===== src/common/mem_params.svh =====
`ifndef MEM_PARAMS_SVH
`define MEM_PARAMS_SVH

// bus widths
`define MEM_ADDR_W 32
`define MEM_DATA_W 32

// on-chip ram depth, in words
`define RAM_WORDS_LOG2 10

// default ram wait states
`define RAM_ADDR_WAIT 1
`define RAM_DATA_WAIT 2

`endif


===== src/common/mem_pkg.sv =====
package mem_pkg;

    // bus transfer size, same encoding as the SRAM-like size field
    typedef enum logic [1:0] {
        size_byte    = 2'b00,
        size_half    = 2'b01,
        size_word    = 2'b10,
        size_illegal = 2'b11   // wen pattern the bus cannot express
    } access_size_t;

    // arbiter FSM
    typedef enum logic [2:0] {
        arb_idle       = 3'd0,
        arb_inst_issue = 3'd1,  // inst_req high, waiting for addr_ok
        arb_inst_wait  = 3'd2,  // accepted, waiting for data_ok
        arb_data_issue = 3'd3,
        arb_data_wait  = 3'd4
    } arb_state_t;

endpackage


===== src/arbiter/mem_arbiter.sv =====
`include "mem_params.svh"

module mem_arbiter (
    input  logic                   clk,
    input  logic                   resetn,

    output logic                   stall,

    input  logic                   inst_cache_req,
    input  logic [`MEM_ADDR_W-1:0] inst_cache_addr,
    output logic [`MEM_DATA_W-1:0] inst_cache_rdata,
    output logic                   inst_cache_dok,

    input  logic                   data_cache_req,
    input  logic [3:0]             data_cache_wen,
    input  logic [`MEM_ADDR_W-1:0] data_cache_addr,
    input  logic [`MEM_DATA_W-1:0] data_cache_wdata,
    output logic [`MEM_DATA_W-1:0] data_cache_rdata,
    output logic                   data_cache_dok,

    output logic                   inst_req,
    output logic                   inst_wr,
    output mem_pkg::access_size_t  inst_size,
    output logic [`MEM_ADDR_W-1:0] inst_addr,
    output logic [`MEM_DATA_W-1:0] inst_wdata,
    input  logic [`MEM_DATA_W-1:0] inst_rdata,
    input  logic                   inst_addr_ok,
    input  logic                   inst_data_ok,

    output logic                   data_req,
    output logic                   data_wr,
    output mem_pkg::access_size_t  data_size,
    output logic [`MEM_ADDR_W-1:0] data_addr,
    output logic [`MEM_DATA_W-1:0] data_wdata,
    input  logic [`MEM_DATA_W-1:0] data_rdata,
    input  logic                   data_addr_ok,
    input  logic                   data_data_ok
);

    mem_pkg::arb_state_t    state;
    mem_pkg::access_size_t  data_size_dec;
    logic                   inst_valid;
    logic                   data_valid;
    logic                   pend_inst;     // inst owed after a data+inst pair
    logic                   dok_busy;
    logic                   inst_dok_q;
    logic                   data_dok_q;
    logic [`MEM_DATA_W-1:0] inst_rdata_q;
    logic [`MEM_DATA_W-1:0] data_rdata_q;

    // byte enables to transfer size
    always_comb begin
        case (data_cache_wen)
            4'b0000, 4'b1111:                   data_size_dec = mem_pkg::size_word;
            4'b0001, 4'b0010, 4'b0100, 4'b1000: data_size_dec = mem_pkg::size_byte;
            4'b0011, 4'b1100:                   data_size_dec = mem_pkg::size_half;
            default:                            data_size_dec = mem_pkg::size_illegal;
        endcase
    end

    assign inst_valid = inst_cache_req && (inst_cache_addr[1:0] == 2'b00);
    assign data_valid = data_cache_req && (data_size_dec != mem_pkg::size_illegal);

    // cache still holds its req while dok is out, don't restart it
    assign dok_busy = inst_dok_q || data_dok_q;

    always_ff @(posedge clk) begin
        if (!resetn) begin
            state     <= mem_pkg::arb_idle;
            pend_inst <= 1'b0;
        end else begin
            case (state)
                mem_pkg::arb_idle: begin
                    if (!dok_busy) begin
                        if (data_valid) begin
                            state     <= mem_pkg::arb_data_issue;
                            pend_inst <= inst_valid;
                        end else if (inst_valid) begin
                            state <= mem_pkg::arb_inst_issue;
                        end
                    end
                end
                mem_pkg::arb_inst_issue: if (inst_addr_ok) state <= mem_pkg::arb_inst_wait;
                mem_pkg::arb_inst_wait:  if (inst_data_ok) state <= mem_pkg::arb_idle;
                mem_pkg::arb_data_issue: if (data_addr_ok) state <= mem_pkg::arb_data_wait;
                mem_pkg::arb_data_wait: begin
                    if (data_data_ok) begin
                        state     <= pend_inst ? mem_pkg::arb_inst_issue : mem_pkg::arb_idle;
                        pend_inst <= 1'b0;
                    end
                end
                default: state <= mem_pkg::arb_idle;
            endcase
        end
    end

    // one-cycle dok after data_ok
    always_ff @(posedge clk) begin
        if (!resetn) begin
            inst_dok_q <= 1'b0;
            data_dok_q <= 1'b0;
        end else begin
            inst_dok_q <= (state == mem_pkg::arb_inst_wait) && inst_data_ok;
            data_dok_q <= (state == mem_pkg::arb_data_wait) && data_data_ok;
        end
    end

    always_ff @(posedge clk) begin
        if ((state == mem_pkg::arb_inst_wait) && inst_data_ok)
            inst_rdata_q <= inst_rdata;
        if ((state == mem_pkg::arb_data_wait) && data_data_ok)
            data_rdata_q <= data_rdata;
    end

    assign inst_cache_rdata = inst_rdata_q;
    assign inst_cache_dok   = inst_dok_q;
    assign data_cache_rdata = data_rdata_q;
    assign data_cache_dok   = data_dok_q;

    assign stall = (state != mem_pkg::arb_idle);

    // fetch is always a word read
    assign inst_req   = (state == mem_pkg::arb_inst_issue);
    assign inst_wr    = 1'b0;
    assign inst_size  = mem_pkg::size_word;
    assign inst_addr  = inst_cache_addr;
    assign inst_wdata = '0;

    assign data_req   = (state == mem_pkg::arb_data_issue);
    assign data_wr    = |data_cache_wen;
    assign data_size  = data_size_dec;
    assign data_addr  = data_cache_addr;
    assign data_wdata = data_cache_wdata;

endmodule


===== config.mk =====
export PLATFORM = sky130hd
export DESIGN_NAME = mem_arbiter
export DESIGN_NICKNAME = d
export VERILOG_FILES = /design/src/common/mem_pkg.sv /design/src/arbiter/mem_arbiter.sv
export VERILOG_INCLUDE_DIRS = /design/src /design/src/common
export SDC_FILE = /design/constraint.sdc
export NUM_CORES = 1
export LEC_CHECK = 0
export BUFFER_PORTS_ARGS = -buffer_cell sky130_fd_sc_hd__buf_2
export CAP_MARGIN = 15
export CORE_AREA = 2 2 147 149
export CTS_BUF_LIST = sky130_fd_sc_hd__clkbuf_8
export DETAILED_ROUTE_END_ITERATION = 8
export DIE_AREA = 0 0 149 151
export SYNTH_ARGS = -nofsm -noshare
export SYNTH_HDL_FRONTEND = slang
export SYNTH_SLANG_ARGS = --single-unit
export TNS_END_PERCENT = 10

===== constraint.sdc =====
create_clock -name clk -period 5.82 [get_ports clk]
set_input_delay 0.873 -clock clk [delete_from_list [all_inputs] [get_ports clk]]
set_output_delay 0.873 -clock clk [all_outputs]
set_load 0.05 [all_outputs]

Word level (Yosys, flattened, before mapping)

Memories as Yosys holds them, arrays and structs flattened.
Cells that the tools add are included.
W data, S select, Z words.

Register bits: 70
Input port bits: 172
Bits in read-only memories: 32
Logic and storage cells: 44
Output and inout bits: 203
Memories kept: 1

Muxes and demuxes: 13
Equality and inequality tests: 12
Reductions and logical operators: 12

Memories:

| memory           | depth | width | read ports | clocked after memory_dff | write ports | RTL line          | RTL |
|---|---|---|---|---|---|---|---|
| (name not given) | 16    | 2     | 1          | 0                        | 0           | mem_arbiter.sv:53 | `case (data_cache_wen)` |

Operators by type and width:

| cell                 | count |
|---|---|
| $mux W3              | 7 |
| $pmux W3 S5          | 1 |
| $ne A2 B2 Y1 const B | 5 |
| $eq A3 B2 Y1 const B | 2 |
| $reduce_and A6 Y1    | 1 |
| $logic_and A1 B1 Y1  | 4 |
| $mux W1              | 4 |
| $ne A2 B1 Y1 const B | 2 |
| $reduce_and A4 Y1    | 1 |
| $reduce_or A4 Y1     | 1 |
| $eq A3 B1 Y1 const B | 1 |
| $eq A3 B3 Y1 const B | 1 |
| $logic_not A3 Y1     | 1 |
| $ne A3 B3 Y1 const B | 1 |
| $reduce_bool A3 Y1   | 1 |
| $logic_not A2 Y1     | 1 |
| $pmux W1 S2          | 1 |
| $reduce_bool A2 Y1   | 1 |
| $logic_or A1 B1 Y1   | 1 |

Longest topological paths before layout

Word-level depth: 6
Gate-level depth with buffers: 5
Depth with buffers taken out: 4

Worst setup path after synthesis

No wires, ideal clock.

Kind: input port to flip-flop
From: input port inst_data_ok
To: register inst_rdata_q[0] (netlist: inst_cache_rdata[0]), enable pin
Library setup time: 515 ps
Required time: 5,305 ps
Setup slack: 1,076 ps
Stages on the path: 1
Path buffers: 0
Data arrival time: 4,229 ps
Cell sequence: nor4b_1

Longest elaborated chain between the ends: 1

Ends and longest elaborated chain:

| element              | RTL line           | RTL |
|---|---|---|
| start, declared      | mem_arbiter.sv:28  | `input logic inst_data_ok,` |
| $logic_and A1 B1 Y1  | mem_arbiter.sv:109 | `if ((state == mem_pkg::arb_inst_wait) && inst_data_ok)` |
| end signal, assigned | mem_arbiter.sv:110 | `inst_rdata_q <= inst_rdata;` |
| end, declared        | mem_arbiter.sv:48  | `` logic [`MEM_DATA_W-1:0] inst_rdata_q; `` |

Every way passes these cells.
A chain may end at the register's enable or synchronous reset.

Worst setup path after layout

From: input port data_cache_wen[3]
To: output port data_size[0]

Longest elaborated chain between the ends: 1

Ends and longest elaborated chain:

| element         | RTL line          | RTL |
|---|---|---|
| start, declared | mem_arbiter.sv:15 | `input logic [3:0] data_cache_wen,` |
| $mem_v2 Z16 W2  | --                |  |
| end, declared   | mem_arbiter.sv:32 | `output mem_pkg::access_size_t data_size,` |

Every way passes these cells.

==> results.json <==
{
  "rsz0062_at_grt": "false",
  "drv_slew": 0,
  "fmax_mhz": 387,
  "num_rows": 53,
  "finClkSkew_ns": 0.0106,
  "r2r-start": "state[1]$_SDFFE_PN0P_",
  "ff2ff_setup_slack_ns": 4.13,
  "synth_compound_area_frac": 0.0368,
  "ys_ff_latch": 70,
  "start_util": 0.161,
  "gr-total-overflow": 0,
  "grt_start_max_net_pins": 34,
  "synthToLayoutAreaGrowth_pct": 13.3,
  "tightestPinTransition_ns": 0.539,
  "cts_sinks": 70,
  "fin_util": 0.183,
  "grt_pass1_wl_um": 9520,
  "r2r-end": "inst_cache_rdata[15]$_DFFE_PP_",
  "antenna_found_initial": 0,
  "cp-startpoint": "data_cache_wen[3]",
  "seq_power_share": 0.465,
  "cp-start-kind": "primary input",
  "post-synth-top-count-cell": "buf_4",
  "synthAdderAreaFrac": 0.00298,
  "fp.dieH_um": 151,
  "status": "completed",
  "vias": 1891,
  "ys_seq_area_frac": 0.607,
  "post-synth-top-area-cell": "edfxtp_1",
  "cts_setup_buffers": 0,
  "synth_edf_count": 64,
  "antennaDiodeCount": 0,
  "syn_area_per_cell_um2": 13.6,
  "final_nets": 485,
  "path_clk_slew_ns": 0.09,
  "netlist_top_cells_count": "buf_4, edfxtp_1, nor2_1",
  "power_density_nw_per_um2": 344,
  "die-area_um2": 22500,
  "synthFlopType": "edfxtp_1",
  "synth_area_um2": 3360,
  "setup_viol": 0,
  "antenna_left": 0,
  "syn_inst": 248,
  "maxCapViolations": 0,
  "cp-end-kind": "output port",
  "place.port_buffers": 151,
  "yosysWarnings": 0,
  "drt_iter0_drc": 52,
  "grt.total_usage": 0.0595,
  "slew_headroom": 0.637,
  "p_sw_uw": 475,
  "cts_hold_buf": 0,
  "post-route-period-util": 0.444,
  "finalWirelength_um": 7710,
  "cp_max_fo": 5,
  "synth_top_family_by_area": "buffers and inverters",
  "switching_share": 0.363,
  "insertion_delay_ns": 0.35,
  "gp_congestion": 0.633,
  "p_comb_frac": 0.255,
  "die_w_um": 149,
  "synthSimpleGateAreaFrac": 0.0439,
  "hp-class": "flip-flop to flip-flop",
  "cts_resized": 0,
  "dp_slack_ns": 3.11,
  "setup_ws_ns": 3.24,
  "whs_ns": 0.549,
  "drive_above_1_share": 0.563,
  "hold_violations": 0,
  "crit_type": "primary input to output port",
  "grt_pass1_vias": 1681,
  "internal-power_uw": 835,
  "synthArstFlopShare": 0,
  "endpoint": "data_size[0]",
  "arrival_ns": 1.71,
  "rr_worst_depth": 3,
  "critPathRequiredTime_ns": 4.95,
  "ys_types": 32,
  "dp.final_hpwl_um": 6030,
  "drcViolationCount": 0,
  "core_area_um2": 20800,
  "routed_via_density": 3.19,
  "synth_top_area_frac": 0.572,
  "cts_buffer_depth": 2,
  "vdd_drop_max_mv": 0.0864,
  "cts_buffers": 9,
  "leakagePower_uw": 0.00155,
  "synth.mux.area_fraction": 0.00595,
  "synth-xor-area-share": 0.00261,
  "cts_tree": "built",
  "first_pass_iters": 4,
  "yosys-top-cells-area": "edfxtp_1, buf_4, dfxtp_1",
  "cts-root-buf": "clkbuf_8",
  "io-pin-count": 375,
  "htree_levels": 3,
  "pwr-share-clk": 0.280,
  "wire_per_inst_um": 13.0,
  "min_period_ns": 2.58,
  "fin_tns_setup_ns": 0
}
## critical path, stage by stage
cell,delay [ns]
buf_2,0.13
maj3_1,0.34
nor2_1,0.09
nor3_1,0.06
buf_2,0.22
## worst min-delay path by stage
stage                                start                     end  cells past startpoint
global placement    pend_inst$_SDFFE_PN0P_  pend_inst$_SDFFE_PN0P_                      1
floorplan           pend_inst$_SDFFE_PN0P_  pend_inst$_SDFFE_PN0P_                      1
detailed placement  pend_inst$_SDFFE_PN0P_  pend_inst$_SDFFE_PN0P_                      1
finish              pend_inst$_SDFFE_PN0P_  pend_inst$_SDFFE_PN0P_                      1
CTS                 pend_inst$_SDFFE_PN0P_  pend_inst$_SDFFE_PN0P_                      1
global route        pend_inst$_SDFFE_PN0P_  pend_inst$_SDFFE_PN0P_                      1
## flip-flops by register name (all words and copies together) (netlist names)
signal and flops:
inst_cache_dok 1, pend_inst 1, data_cache_rdata 32, inst_cache_rdata 32, data_cache_dok 1, state 3
## power by group through the flow
stage / logic, uW / registers, uW / clock network [uW]
finish: 334 / 608 / 367
CTS: 339 / 609 / 387
detailed placement: 339 / 620 / 0
floorplan: 365 / 702 / 0
global route: 352 / 612 / 403
global placement: 336 / 619 / 0
## area by class of cell
type	instances	area, um2
sequential	70	2040
inverter	1	3.75
multi-input combinational	77	453
clock buffer	9	124
tap	275	344
timing repair buffer	154	782
clock inverter	7	61.3
fill	2296	17000
## metal layers
metal / share of wire / track usage / vias to the layer above
met5: 0 / 0 / -
met4: 0.083 / 0.0686 / 0
met3: 0.15 / 0.0325 / 65
met2: 0.47 / 0.0995 / 180
met1: 0.29 / 0.0453 / 833
li1: - / - / 813
## cell families (layout without fill, tap and decap cells)
group / count (synthesis) / count (layout)
AOI/OAI and AO/OA: 11 / 11
xor gates and xnor gates: 1 / 1
adders and majority gates: 1 / 1
buffers and inverters: 134 / 171
DFF: 70 / 70
muxes: 2 / 2
other: 2 / 35
and+or+nand+nor: 27 / 27
## cell usage in the layout, fill, tap and decap left out, types with 2 or more instances in the layout
cell type,instances
buf_2,151
edfxtp_1,64
conb_1,35
clkbuf_8,9
nor2_1,8
dfxtp_1,6
nand2_1,4
nor3_1,3
nand2b_1,3
inv_6,3
mux2i_1,2
and2_1,2
clkinvlp_4,2
buf_4,2
## through the flow
stage                     cells  area, um2  total power, uW
after floorplan             281       3490             1070
after global placement      576       3610              955
after detailed placement    576       3610              958
after CTS                   592       3800             1330
after global routing        593       3810             1370
final                       593       3810             1310
No activity file was read; power rests on OpenSTA's default activity.
