`src/common/mem_params.svh`:
```
`ifndef MEM_PARAMS_SVH
`define MEM_PARAMS_SVH

// bus widths
`define MEM_ADDR_W 32
`define MEM_DATA_W 32

// on-chip ram depth, in words
`define RAM_WORDS_LOG2 10

// default ram wait states
`define RAM_ADDR_WAIT 1
`define RAM_DATA_WAIT 2

`endif

```
`src/common/mem_pkg.sv`:
```
package mem_pkg;

    // bus transfer size, same encoding as the SRAM-like size field
    typedef enum logic [1:0] {
        size_byte    = 2'b00,
        size_half    = 2'b01,
        size_word    = 2'b10,
        size_illegal = 2'b11   // wen pattern the bus cannot express
    } access_size_t;

    // arbiter FSM
    typedef enum logic [2:0] {
        arb_idle       = 3'd0,
        arb_inst_issue = 3'd1,  // inst_req high, waiting for addr_ok
        arb_inst_wait  = 3'd2,  // accepted, waiting for data_ok
        arb_data_issue = 3'd3,
        arb_data_wait  = 3'd4
    } arb_state_t;

endpackage

```
`src/verilog/bus_port_merge.sv`:
```
`include "mem_params.svh"

module bus_port_merge (
    input  logic                   clk,
    input  logic                   resetn,

    input  logic                   inst_req,
    input  logic                   inst_wr,
    input  mem_pkg::access_size_t  inst_size,
    input  logic [`MEM_ADDR_W-1:0] inst_addr,
    input  logic [`MEM_DATA_W-1:0] inst_wdata,
    output logic [`MEM_DATA_W-1:0] inst_rdata,
    output logic                   inst_addr_ok,
    output logic                   inst_data_ok,

    input  logic                   data_req,
    input  logic                   data_wr,
    input  mem_pkg::access_size_t  data_size,
    input  logic [`MEM_ADDR_W-1:0] data_addr,
    input  logic [`MEM_DATA_W-1:0] data_wdata,
    output logic [`MEM_DATA_W-1:0] data_rdata,
    output logic                   data_addr_ok,
    output logic                   data_data_ok,

    output logic                   ram_req,
    output logic                   ram_wr,
    output mem_pkg::access_size_t  ram_size,
    output logic [`MEM_ADDR_W-1:0] ram_addr,
    output logic [`MEM_DATA_W-1:0] ram_wdata,
    input  logic [`MEM_DATA_W-1:0] ram_rdata,
    input  logic                   ram_addr_ok,
    input  logic                   ram_data_ok
);

    logic sel_data;   // data wins if both request
    logic owner;      // 1 = data port owns the outstanding transfer

    assign sel_data = data_req;

    assign ram_req   = inst_req || data_req;
    assign ram_wr    = sel_data ? data_wr    : inst_wr;
    assign ram_size  = sel_data ? data_size  : inst_size;
    assign ram_addr  = sel_data ? data_addr  : inst_addr;
    assign ram_wdata = sel_data ? data_wdata : inst_wdata;

    assign data_addr_ok = ram_addr_ok && data_req;
    assign inst_addr_ok = ram_addr_ok && inst_req && !data_req;

    always_ff @(posedge clk) begin
        if (!resetn)
            owner <= 1'b0;
        else if (ram_req && ram_addr_ok)
            owner <= sel_data;  // latched at accept
    end

    assign inst_data_ok = ram_data_ok && !owner;
    assign data_data_ok = ram_data_ok && owner;
    assign inst_rdata   = owner ? '0 : ram_rdata;
    assign data_rdata   = owner ? ram_rdata : '0;

endmodule

```
`config.mk`:
```
export PLATFORM = sky130hd
export DESIGN_NAME = bus_port_merge
export DESIGN_NICKNAME = d
export VERILOG_FILES = /design/src/common/mem_pkg.sv /design/src/verilog/bus_port_merge.sv
export VERILOG_INCLUDE_DIRS = /design/src /design/src/common
export SDC_FILE = /design/constraint.sdc
export NUM_CORES = 1
export LEC_CHECK = 0
export ABC_AREA = 0
export BUFFER_PORTS_ARGS = -buffer_cell sky130_fd_sc_hd__buf_2
export CAP_MARGIN = 20
export CELL_PAD_IN_SITES_DETAIL_PLACEMENT = 0
export CELL_PAD_IN_SITES_GLOBAL_PLACEMENT = 1
export CORE_AREA = 2 2 121 123
export CTS_BUF_LIST = sky130_fd_sc_hd__clkbuf_8 sky130_fd_sc_hd__clkbuf_16
export DETAILED_ROUTE_END_ITERATION = 8
export DIE_AREA = 0 0 123 125
export PLACE_DENSITY_LB_ADDON = 0.1
export SYNTH_ARGS = -nofsm -noshare
export SYNTH_HDL_FRONTEND = slang
export SYNTH_SLANG_ARGS = --single-unit
```
`constraint.sdc`:
```
create_clock -name clk -period 0.8 [get_ports clk]
set_input_delay 0.04 -clock clk [delete_from_list [all_inputs] [get_ports clk]]
set_output_delay 0.04 -clock clk [all_outputs]
set_load 0.01 [all_outputs]
```
Word-level counts from Yosys, hierarchy flattened. Cells that the tools add are included.

Register bits after elaboration: 1. Bits of input ports: 172. Output and inout port bits: 136. Logic and storage cells: 16.

Multiplexer cells: 6. Reductions and logical operators: 9.

Operators with widths (number): two-way mux 32 bit (4); logical AND 1 bit (6); logical NOT 1 bit (2); two-way mux 2 bit (1); logical OR 1 bit (1); two-way mux 1 bit (1).

Logic depth before layout (Yosys ltp). Gate-level depths: netlist of run 1.

Depth in word-level cells: 2. Gate-level depth with buffers: 4.

Worst setup path before layout of run 1. OpenSTA, ideal clock, no wires.

Path kind: register -> output. Start: register owner. End: output port inst_rdata[15]. Data arrival time: 897 ps. Data required time: 760 ps. Slack: -137 ps. Stages on the path, launching flop included: 4. Path buffers: 2. Cells stage by stage: dfxtp_1 clkbuf_4 clkbuf_4 and2b_2.

Longest elaborated chain between the ends: 1.

Ends and longest elaborated chain: start, declared (line bus_port_merge.sv:36) `logic owner;`; start signal, assigned (line bus_port_merge.sv:53) `owner <= sel_data;`; two-way mux 32 bit (line bus_port_merge.sv:58) `assign inst_rdata = owner ? '0 : ram_rdata;`; end, declared (line bus_port_merge.sv:12) `` output logic [`MEM_DATA_W-1:0] inst_rdata, ``.

No other way between the ends.

Worst setup path in the final report of run 1.
Start: register owner. End: output port inst_rdata[1].

Same word-level chain as after synthesis.

==> implementation parameters, run 1 <==
Parameter                              Value

Setup path
  Crit path kind ... reg2out
  Kind of end point of the critical path ... output pin
  Maximum fanout count along the critical path ... 14
  Crit path max-delay cell type ... sky130_fd_sc_hd__dfxtp_4
  Required time at the endpoint of the critical path ... 0.76 ns
  Sequence of cells on the critical path ... bufbuf_16, nor2b_1, buf_2
  Category of the worst setup path launch point ... flip-flop
  Arr. time, crit path ... 0.89 ns
  Crit-path max cell delay ... 0.35 ns

STA
  Slew Viols, Final ... 0
  Maximum achievable frequency ... 1072 MHz
  Endpoints failing hold ... 0
  Worst-case headroom to the max-slew limit ... 0.9279
  Period utilisation layout ... 1.166
  Tightest Pin Transition ... 0.1075 ns
  RSZ-0062 raised after global routing ... true
  Min Tclk post-route ... 0.9329 ns
  Worst hold slack ... 0.2615 ns
  # setup viols final ... 75
  Clk_skew ... 0 ns
  PnR worst setup slack ... -0.1329 ns

Power and ir drop
  Final Total Pwr ... 2.682 mW
  Lkg Pwr ... 2.460 nW
  Power Dens Cells ... 624.8 nW/um^2
  Peak supply drop ... 0.2255 mV

Floorplan
  Die ar. ... 15380 um^2
  Chip Height ... 125 um
  Area of the placeable core ... 14200 um^2
  FP Rows ... 44
  Boundary pin count ... 308
  Starting density of the core ... 0.1144
  Width of the chip ... 123 um

Cells and area
  Fraction of the core area covered by cells at the end of the flow ... 0.3022
  Diodes inserted ... 0
  Share of layout cells above drive strength 1 ... 0.8832
  Max FFs per register ... 1
  Area taken by multi-input logic gates ... 1520 um^2
  Nets ... 645
  Registers with the most flip-flops ... owner (1)
  Register ranked first by flip-flop count ... owner
  Count of fill cells added during filler insertion ... 1528
  Area growth from synthesis to final layout ... 164.1%
  Area taken by flip-flops and latches ... 23.77 um^2

Global route
  Sum of overflow across all layers after global routing ... 0
  Total GRT Usage ... 0.1008
  Via count of the first global-routing pass ... 2265
  Largest net degree at the start of global routing ... 29
  Global-route wire length before repair ... 12.03 mm
  Antenna violations before repair ... 0

Place
  Count of input and output buffers ... 307
  Final GP Congestion ... 0.6999
  Post-DP HPWL ... 7.416 mm

Synthesis
  Number of cells produced by synthesis ... 155
  Number of nets in the synthesized netlist ... 327
  Number of different library cells in the post-synthesis netlist ... 16
  Count of synthesis-stage warnings from yosys ... 0
  Mapped Avg Cell Area ... 10.49 um^2
  Total standard cell area after synthesis ... 1625 um^2
  Number of flip-flops and latches in the synthesized netlist ... 1
  Share of synthesized area occupied by flip-flops and latches ... 0.01232
  Share of the synthesized area in the top cell type ... 0.6189
  Cell taking the most area after synthesis ... sky130_fd_sc_hd__mux2_4
  Cells taking the most area after synthesis ... sky130_fd_sc_hd__mux2_4 62%, sky130_fd_sc_hd__and2_1 13%, sky130_fd_sc_hd__nor2b_1 8.9%, sky130_fd_sc_hd__buf_6 5.5%, sky130_fd_sc_hd__and2b_1 2.8%

Run
  Max-cap check violation count ... 0

Route
  Iteration count of the initial detailed-routing pass ... 2
  Detailed-route wire length per cell ... 13.92 um
  Routed wire length ... 9.118 mm
  Antenna violation net count after detailed routing ... 0
  Via density per instance ... 3.626
  DRC Markers ... 0
  Initial detailed-routing violation count ... 15
  Vias ... 2375

Clock network
  Insertion delay to the later sink of the worst-skew pair ... 0 ns
  CTS clk-pin slew, worst paths ... 0 ns
  Hold buffer count at cts ... 0

Min path
  Type of the most critical hold path ... in2reg

Status
  Status ... complete, but fails checks
  Violations in the final reports ... negative setup slack
[worst paths after layout]
kind	endpoint	slack, ns	cells past startpoint	from
max reg2reg	owner	-0.12	3	owner
max	inst_rdata[1]	-0.13	3	owner
min	owner	0.26	2	resetn
min reg2reg	owner	0.82	3	owner
[per-stage QoR]
stage,TNS (ns),instances,cell area (um^2),setup WS [ns]
2_1_floorplan,-1.392,155,1664,-0.07017
5_1_grt,-8.819,655,4293,-0.1826
4_1_cts,-8.097,653,4058,-0.1527
3_3_place_gp,-9.765,638,3386,-0.1483
3_5_place_dp,-10.16,638,3386,-0.1540
6_report,-5.863,655,4293,-0.1329
[timing repair]
action,CTS,global route
setup endpoints to repair,114,117
resized for setup,65,63
pin swaps,0,0
cloned,11,2
setup buffers,4,3
[placed cells by master (no fill, tap or decap), types with 2 or more instances in the layout]
cell type / n
sky130_fd_sc_hd__and2_1: 26
sky130_fd_sc_hd__nor2b_1: 20
sky130_fd_sc_hd__buf_12: 4
sky130_fd_sc_hd__buf_4: 2
sky130_fd_sc_hd__nor2b_4: 3
sky130_fd_sc_hd__mux2_4: 67
sky130_fd_sc_hd__and2b_2: 4
sky130_fd_sc_hd__buf_6: 79
sky130_fd_sc_hd__buf_16: 10
sky130_fd_sc_hd__and2b_1: 6
sky130_fd_sc_hd__and2_4: 8
sky130_fd_sc_hd__clkbuf_16: 2
sky130_fd_sc_hd__buf_2: 232
[cell families (layout without fill, tap and decap cells)]
family | Yosys count | after routing | synth area share
and+or+nand+nor | 70 | 70 | 0.2787
muxes | 67 | 67 | 0.6189
buffers and inverters | 15 | 331 | 0.08083
AOI/OAI and AO/OA | 2 | 2 | 0.009241
DFF | 1 | 1 | 0.01232
[layout make-up]
class                      instances  share of cell area
timing repair buffer             331              0.5867
multi-input combinational        139              0.3541
tap                              184             0.05363
sequential                         1            0.005538
[Yosys cell counts (all sizes together)]
cell    number
a21boi       1
and2        34
and2b       10
buf         11
clkbuf       4
dfxtp        1
mux2        67
nand2        1
nor2         1
nor2b       23
o21a         1
or2          1
[power by group]
| part | switching, mW | internal, mW | total [mW] |
|---|---|---|---|
| Sequential | 0.00772 | 0.0532 | 0.0609 |
| Clock | 0 | 0 | 0 |
| Combinational | 0.944 | 1.68 | 2.62 |
| Total | 0.951 | 1.73 | 2.68 |
[worst max-delay path, delay by kind of cell (launching register included)]
| family | cells | cell delay (ns) |
|---|---|---|
| buffers and inverters | 2 | 0.43 |
| flip-flops | 1 | 0.35 |
| AND/OR/NAND/NOR | 1 | 0.11 |
[per-layer routing]
metal,routed length [um],vias to the layer above,global-route usage
li1,-,1159,-
met1,2630,1052,0.08317
met2,5443,164,0.2314
met3,1044,0,0.02965
met4,0,0,0
met5,0,-,0
No activity file was read; power rests on OpenSTA's default activity.
==> run 2, diff against run 1 <==
--- a/config.mk
+++ b/config.mk
@@ -8,13 +8,13 @@
 export LEC_CHECK = 0
 export ABC_AREA = 0
 export BUFFER_PORTS_ARGS = -buffer_cell sky130_fd_sc_hd__buf_2
-export CAP_MARGIN = 20
-export CELL_PAD_IN_SITES_DETAIL_PLACEMENT = 0
-export CELL_PAD_IN_SITES_GLOBAL_PLACEMENT = 1
-export CORE_AREA = 2 2 121 123
+export CELL_PAD_IN_SITES_DETAIL_PLACEMENT = 2
+export CELL_PAD_IN_SITES_GLOBAL_PLACEMENT = 2
+export CORE_ASPECT_RATIO = 1.25
+export CORE_MARGIN = 2
+export CORE_UTILIZATION = 10
 export CTS_BUF_LIST = sky130_fd_sc_hd__clkbuf_8 sky130_fd_sc_hd__clkbuf_16
 export DETAILED_ROUTE_END_ITERATION = 8
-export DIE_AREA = 0 0 123 125
 export PLACE_DENSITY_LB_ADDON = 0.1
 export SYNTH_ARGS = -nofsm -noshare
 export SYNTH_HDL_FRONTEND = slang
==> implementation parameters, run 2 (synthesized netlist as in run 1, its figures left out) <==
Parameter                              Value

STA
  PnR worst setup slack ... -0.1794 ns (was -0.1329 ns)
  Clk_skew ... 0 ns (unchanged)
  Endpoints failing hold ... 0 (unchanged)
  # setup viols final ... 67 (was 75)
  Min Tclk post-route ... 0.9794 ns (was 0.9329 ns)
  RSZ-0062 raised after global routing ... true (unchanged)
  Worst-case headroom to the max-slew limit ... 0.9071 (was 0.9279)
  Tightest Pin Transition ... 0.1401 ns (was 0.1075 ns)
  Period utilisation layout ... 1.224 (was 1.166)
  Maximum achievable frequency ... 1021 MHz (was 1072 MHz)
  Slew Viols, Final ... 0 (unchanged)

Setup path
  Category of the worst setup path launch point ... flip-flop (unchanged)
  Crit path kind ... reg2out (unchanged)
  Arr. time, crit path ... 0.94 ns (was 0.89 ns)
  Source of the worst register-to-register timing path ... owner (unchanged)
  Kind of end point of the critical path ... output pin (unchanged)
  Maximum fanout count along the critical path ... 9 (was 14)
  Worst reg2reg endpoint ... owner (unchanged)
  Setup slack, reg-to-reg ... -0.14 ns (was -0.12 ns)
  Cell count of the worst reg-to-reg path ... 3 (unchanged)
  Required time at the endpoint of the critical path ... 0.76 ns (about the same)
  Timing startpoint of the critical path ... owner (unchanged)

Floorplan
  Die ar. ... 17300 um^2 (was 15380 um^2)
  Starting density of the core ... 0.1011 (was 0.1144)
  Boundary pin count ... 308 (unchanged)
  Area of the placeable core ... 16070 um^2 (was 14200 um^2)
  Width of the chip ... 118.0 um (was 123 um)
  FP Rows ... 52 (was 44)
  Chip Height ... 146.5 um (was 125 um)

Route
  Iteration count of the initial detailed-routing pass ... 4 (was 2)
  Initial detailed-routing violation count ... 9 (was 15)
  Antenna violation net count after detailed routing ... 0 (unchanged)
  DRC Markers ... 0 (unchanged)
  Via density per instance ... 3.687 (was 3.626)
  Detailed-route wire length per cell ... 16.31 um (was 13.92 um)
  Routed wire length ... 11.27 mm (was 9.118 mm)
  Vias ... 2548 (was 2375)

Power and ir drop
  Lkg Pwr ... 2.544 nW (was 2.460 nW)
  Final Total Pwr ... 2.841 mW (was 2.682 mW)
  Portion of total power attributed to sequential cells ... 0.023 (about the same)
  Peak supply drop ... 0.1690 mV (was 0.2255 mV)
  Net switching fraction of the power ... 0.3577 (was 0.3548)
  Portion of total power attributed to the clock network ... 0 (about the same)
  Net Switching ... 1.016 mW (was 0.9514 mW)
  Power Dens Cells ... 620.7 nW/um^2 (was 624.8 nW/um^2)
  Combinational power share ... 0.977 (about the same)
  Internal Dissipation ... 1.825 mW (was 1.731 mW)

Global route
  Global-route wire length before repair ... 16.39 mm (was 12.03 mm)
  Largest net degree at the start of global routing ... 19 (was 29)
  Antenna violations before repair ... 2 (was 0)
  Via count of the first global-routing pass ... 2846 (was 2265)
  Sum of overflow across all layers after global routing ... 0 (unchanged)
  Total GRT Usage ... 0.1183 (was 0.1008)

Cells and area
  Registers with the most flip-flops ... owner (1) (unchanged)
  Register ranked first by flip-flop count ... owner (unchanged)
  Area growth from synthesis to final layout ... 181.6% (was 164.1%)
  Diodes inserted ... 0 (unchanged)
  Fraction of the core area covered by cells at the end of the flow ... 0.2848 (was 0.3022)
  Nets ... 649 (was 645)
  Leading cell types in the layout, fill and taps excluded ... 226 x sky130_fd_sc_hd__buf_2, 78 x sky130_fd_sc_hd__buf_6, 67 x sky130_fd_sc_hd__mux2_4, 26 x sky130_fd_sc_hd__and2_4, 13 x sky130_fd_sc_hd__buf_12 (was 232 x sky130_fd_sc_hd__buf_2, 79 x sky130_fd_sc_hd__buf_6, 67 x sky130_fd_sc_hd__mux2_4, 26 x sky130_fd_sc_hd__and2_1, 20 x sky130_fd_sc_hd__nor2b_1)
  Max FFs per register ... 1 (unchanged)
  Share of layout cells above drive strength 1 ... 0.9474 (was 0.8832)
  Most common library cell in the layout ignoring fill and taps ... sky130_fd_sc_hd__buf_2 (unchanged)

Place
  Post-DP HPWL ... 8.973 mm (was 7.416 mm)
  Final GP Congestion ... 0.7212 (was 0.6999)
  Count of input and output buffers ... 307 (unchanged)

Clock network
  Hold buffer count at cts ... 0 (unchanged)
  CTS clk-pin slew, worst paths ... 0 ns (about the same)
  Insertion delay to the later sink of the worst-skew pair ... 0 ns (about the same)

Status
  Status ... complete, but fails checks (unchanged)
  Violations in the final reports ... negative setup slack (unchanged)

Min path
  Hold EP ... owner (unchanged)
  Hold wc startpoint ... resetn (unchanged)
  Cells on Worst Hold Path ... 2 (unchanged)
  Type of the most critical hold path ... in2reg (unchanged)

Run
  Max-cap check violation count ... 0 (unchanged)
run 2: changes by cell type in the layout (fill, tap and decap cells not counted), moves of 2 or more:
| cell | delta |
|---|---|
| sky130_fd_sc_hd__buf_12 | +9 |
| sky130_fd_sc_hd__and2_4 | +18 |
| sky130_fd_sc_hd__nor2b_2 | +8 |
| sky130_fd_sc_hd__and2_1 | -18 |
| sky130_fd_sc_hd__nor2b_1 | -12 |
| sky130_fd_sc_hd__clkbuf_16 | +2 |
| sky130_fd_sc_hd__buf_2 | -6 |
| sky130_fd_sc_hd__nor2b_4 | +4 |
run 2: metrics by stage:
stage	setup slack, ns	hold WS (ns)	instances	cell area, um^2	setup TNS, ns
6_report	-0.1794	0.2584	691	4577	-8.707
2_1_floorplan	-0.07017	0.1574	155	1664	-1.392
3_3_place_gp	-0.1850	0.2697	672	3441	-13.98
3_5_place_dp	-0.2002	0.2707	672	3441	-15.89
4_1_cts	-0.1575	0.2670	689	4277	-9.460
5_1_grt	-0.2098	0.2879	691	4577	-10.38
run 2: worst max-delay path, stage by stage, from the launching register on:
cell and delay, ns:
sky130_fd_sc_hd__dfxtp_4 0.37, sky130_fd_sc_hd__buf_12 0.15, sky130_fd_sc_hd__clkbuf_16 0.16, sky130_fd_sc_hd__and2_1 0.13
sky130_fd_sc_hd__buf_2 0.14
run 2: worst max-delay path by stage:
stage | end | slack, ns | cells past startpoint
after floorplan | inst_rdata[15] | -0.07 | 3
after global placement | inst_rdata[0] | -0.18 | 3
after detailed placement | inst_rdata[0] | -0.20 | 3
after CTS | data_rdata[22] | -0.16 | 4
after global routing | inst_data_ok | -0.21 | 4
final | data_rdata[30] | -0.18 | 4
run 2: cell type report:
type	count	area, um^2
Multi-Input combinational cell	139	1613
Sequential cell	1	23.77
Fill cell	1816	11490
Tap cell	216	270.3
Timing Repair Buffer	335	2670
run 2: metal layers:
| metal | track usage | vias up | part of all wire |
|---|---|---|---|
| li1 | - | 1171 | - |
| met1 | 0.1055 | 1182 | 0.30 |
| met2 | 0.2445 | 185 | 0.57 |
| met3 | 0.05820 | 6 | 0.13 |
| met4 | 0.007229 | 4 | 0.0047 |
| met5 | 0 | - | 0.0023 |
run 2: timing repair:
action,CTS,global route
setup endpoints to repair,133,99
buffers inserted,6,2
resized for setup,97,59
cloned,11,4
run 2: power by group through the flow:
| stage | clock [mW] | sequential [mW] | combinational (mW) |
|---|---|---|---|
| finish | 0 | 0.0642 | 2.78 |
| global route | 0 | 0.0646 | 2.98 |
| CTS | 0 | 0.0651 | 2.62 |
| detailed placement | 0 | 0.0597 | 2.03 |
| global placement | 0 | 0.0594 | 2.00 |
| floorplan | 0 | 0.0571 | 1.05 |
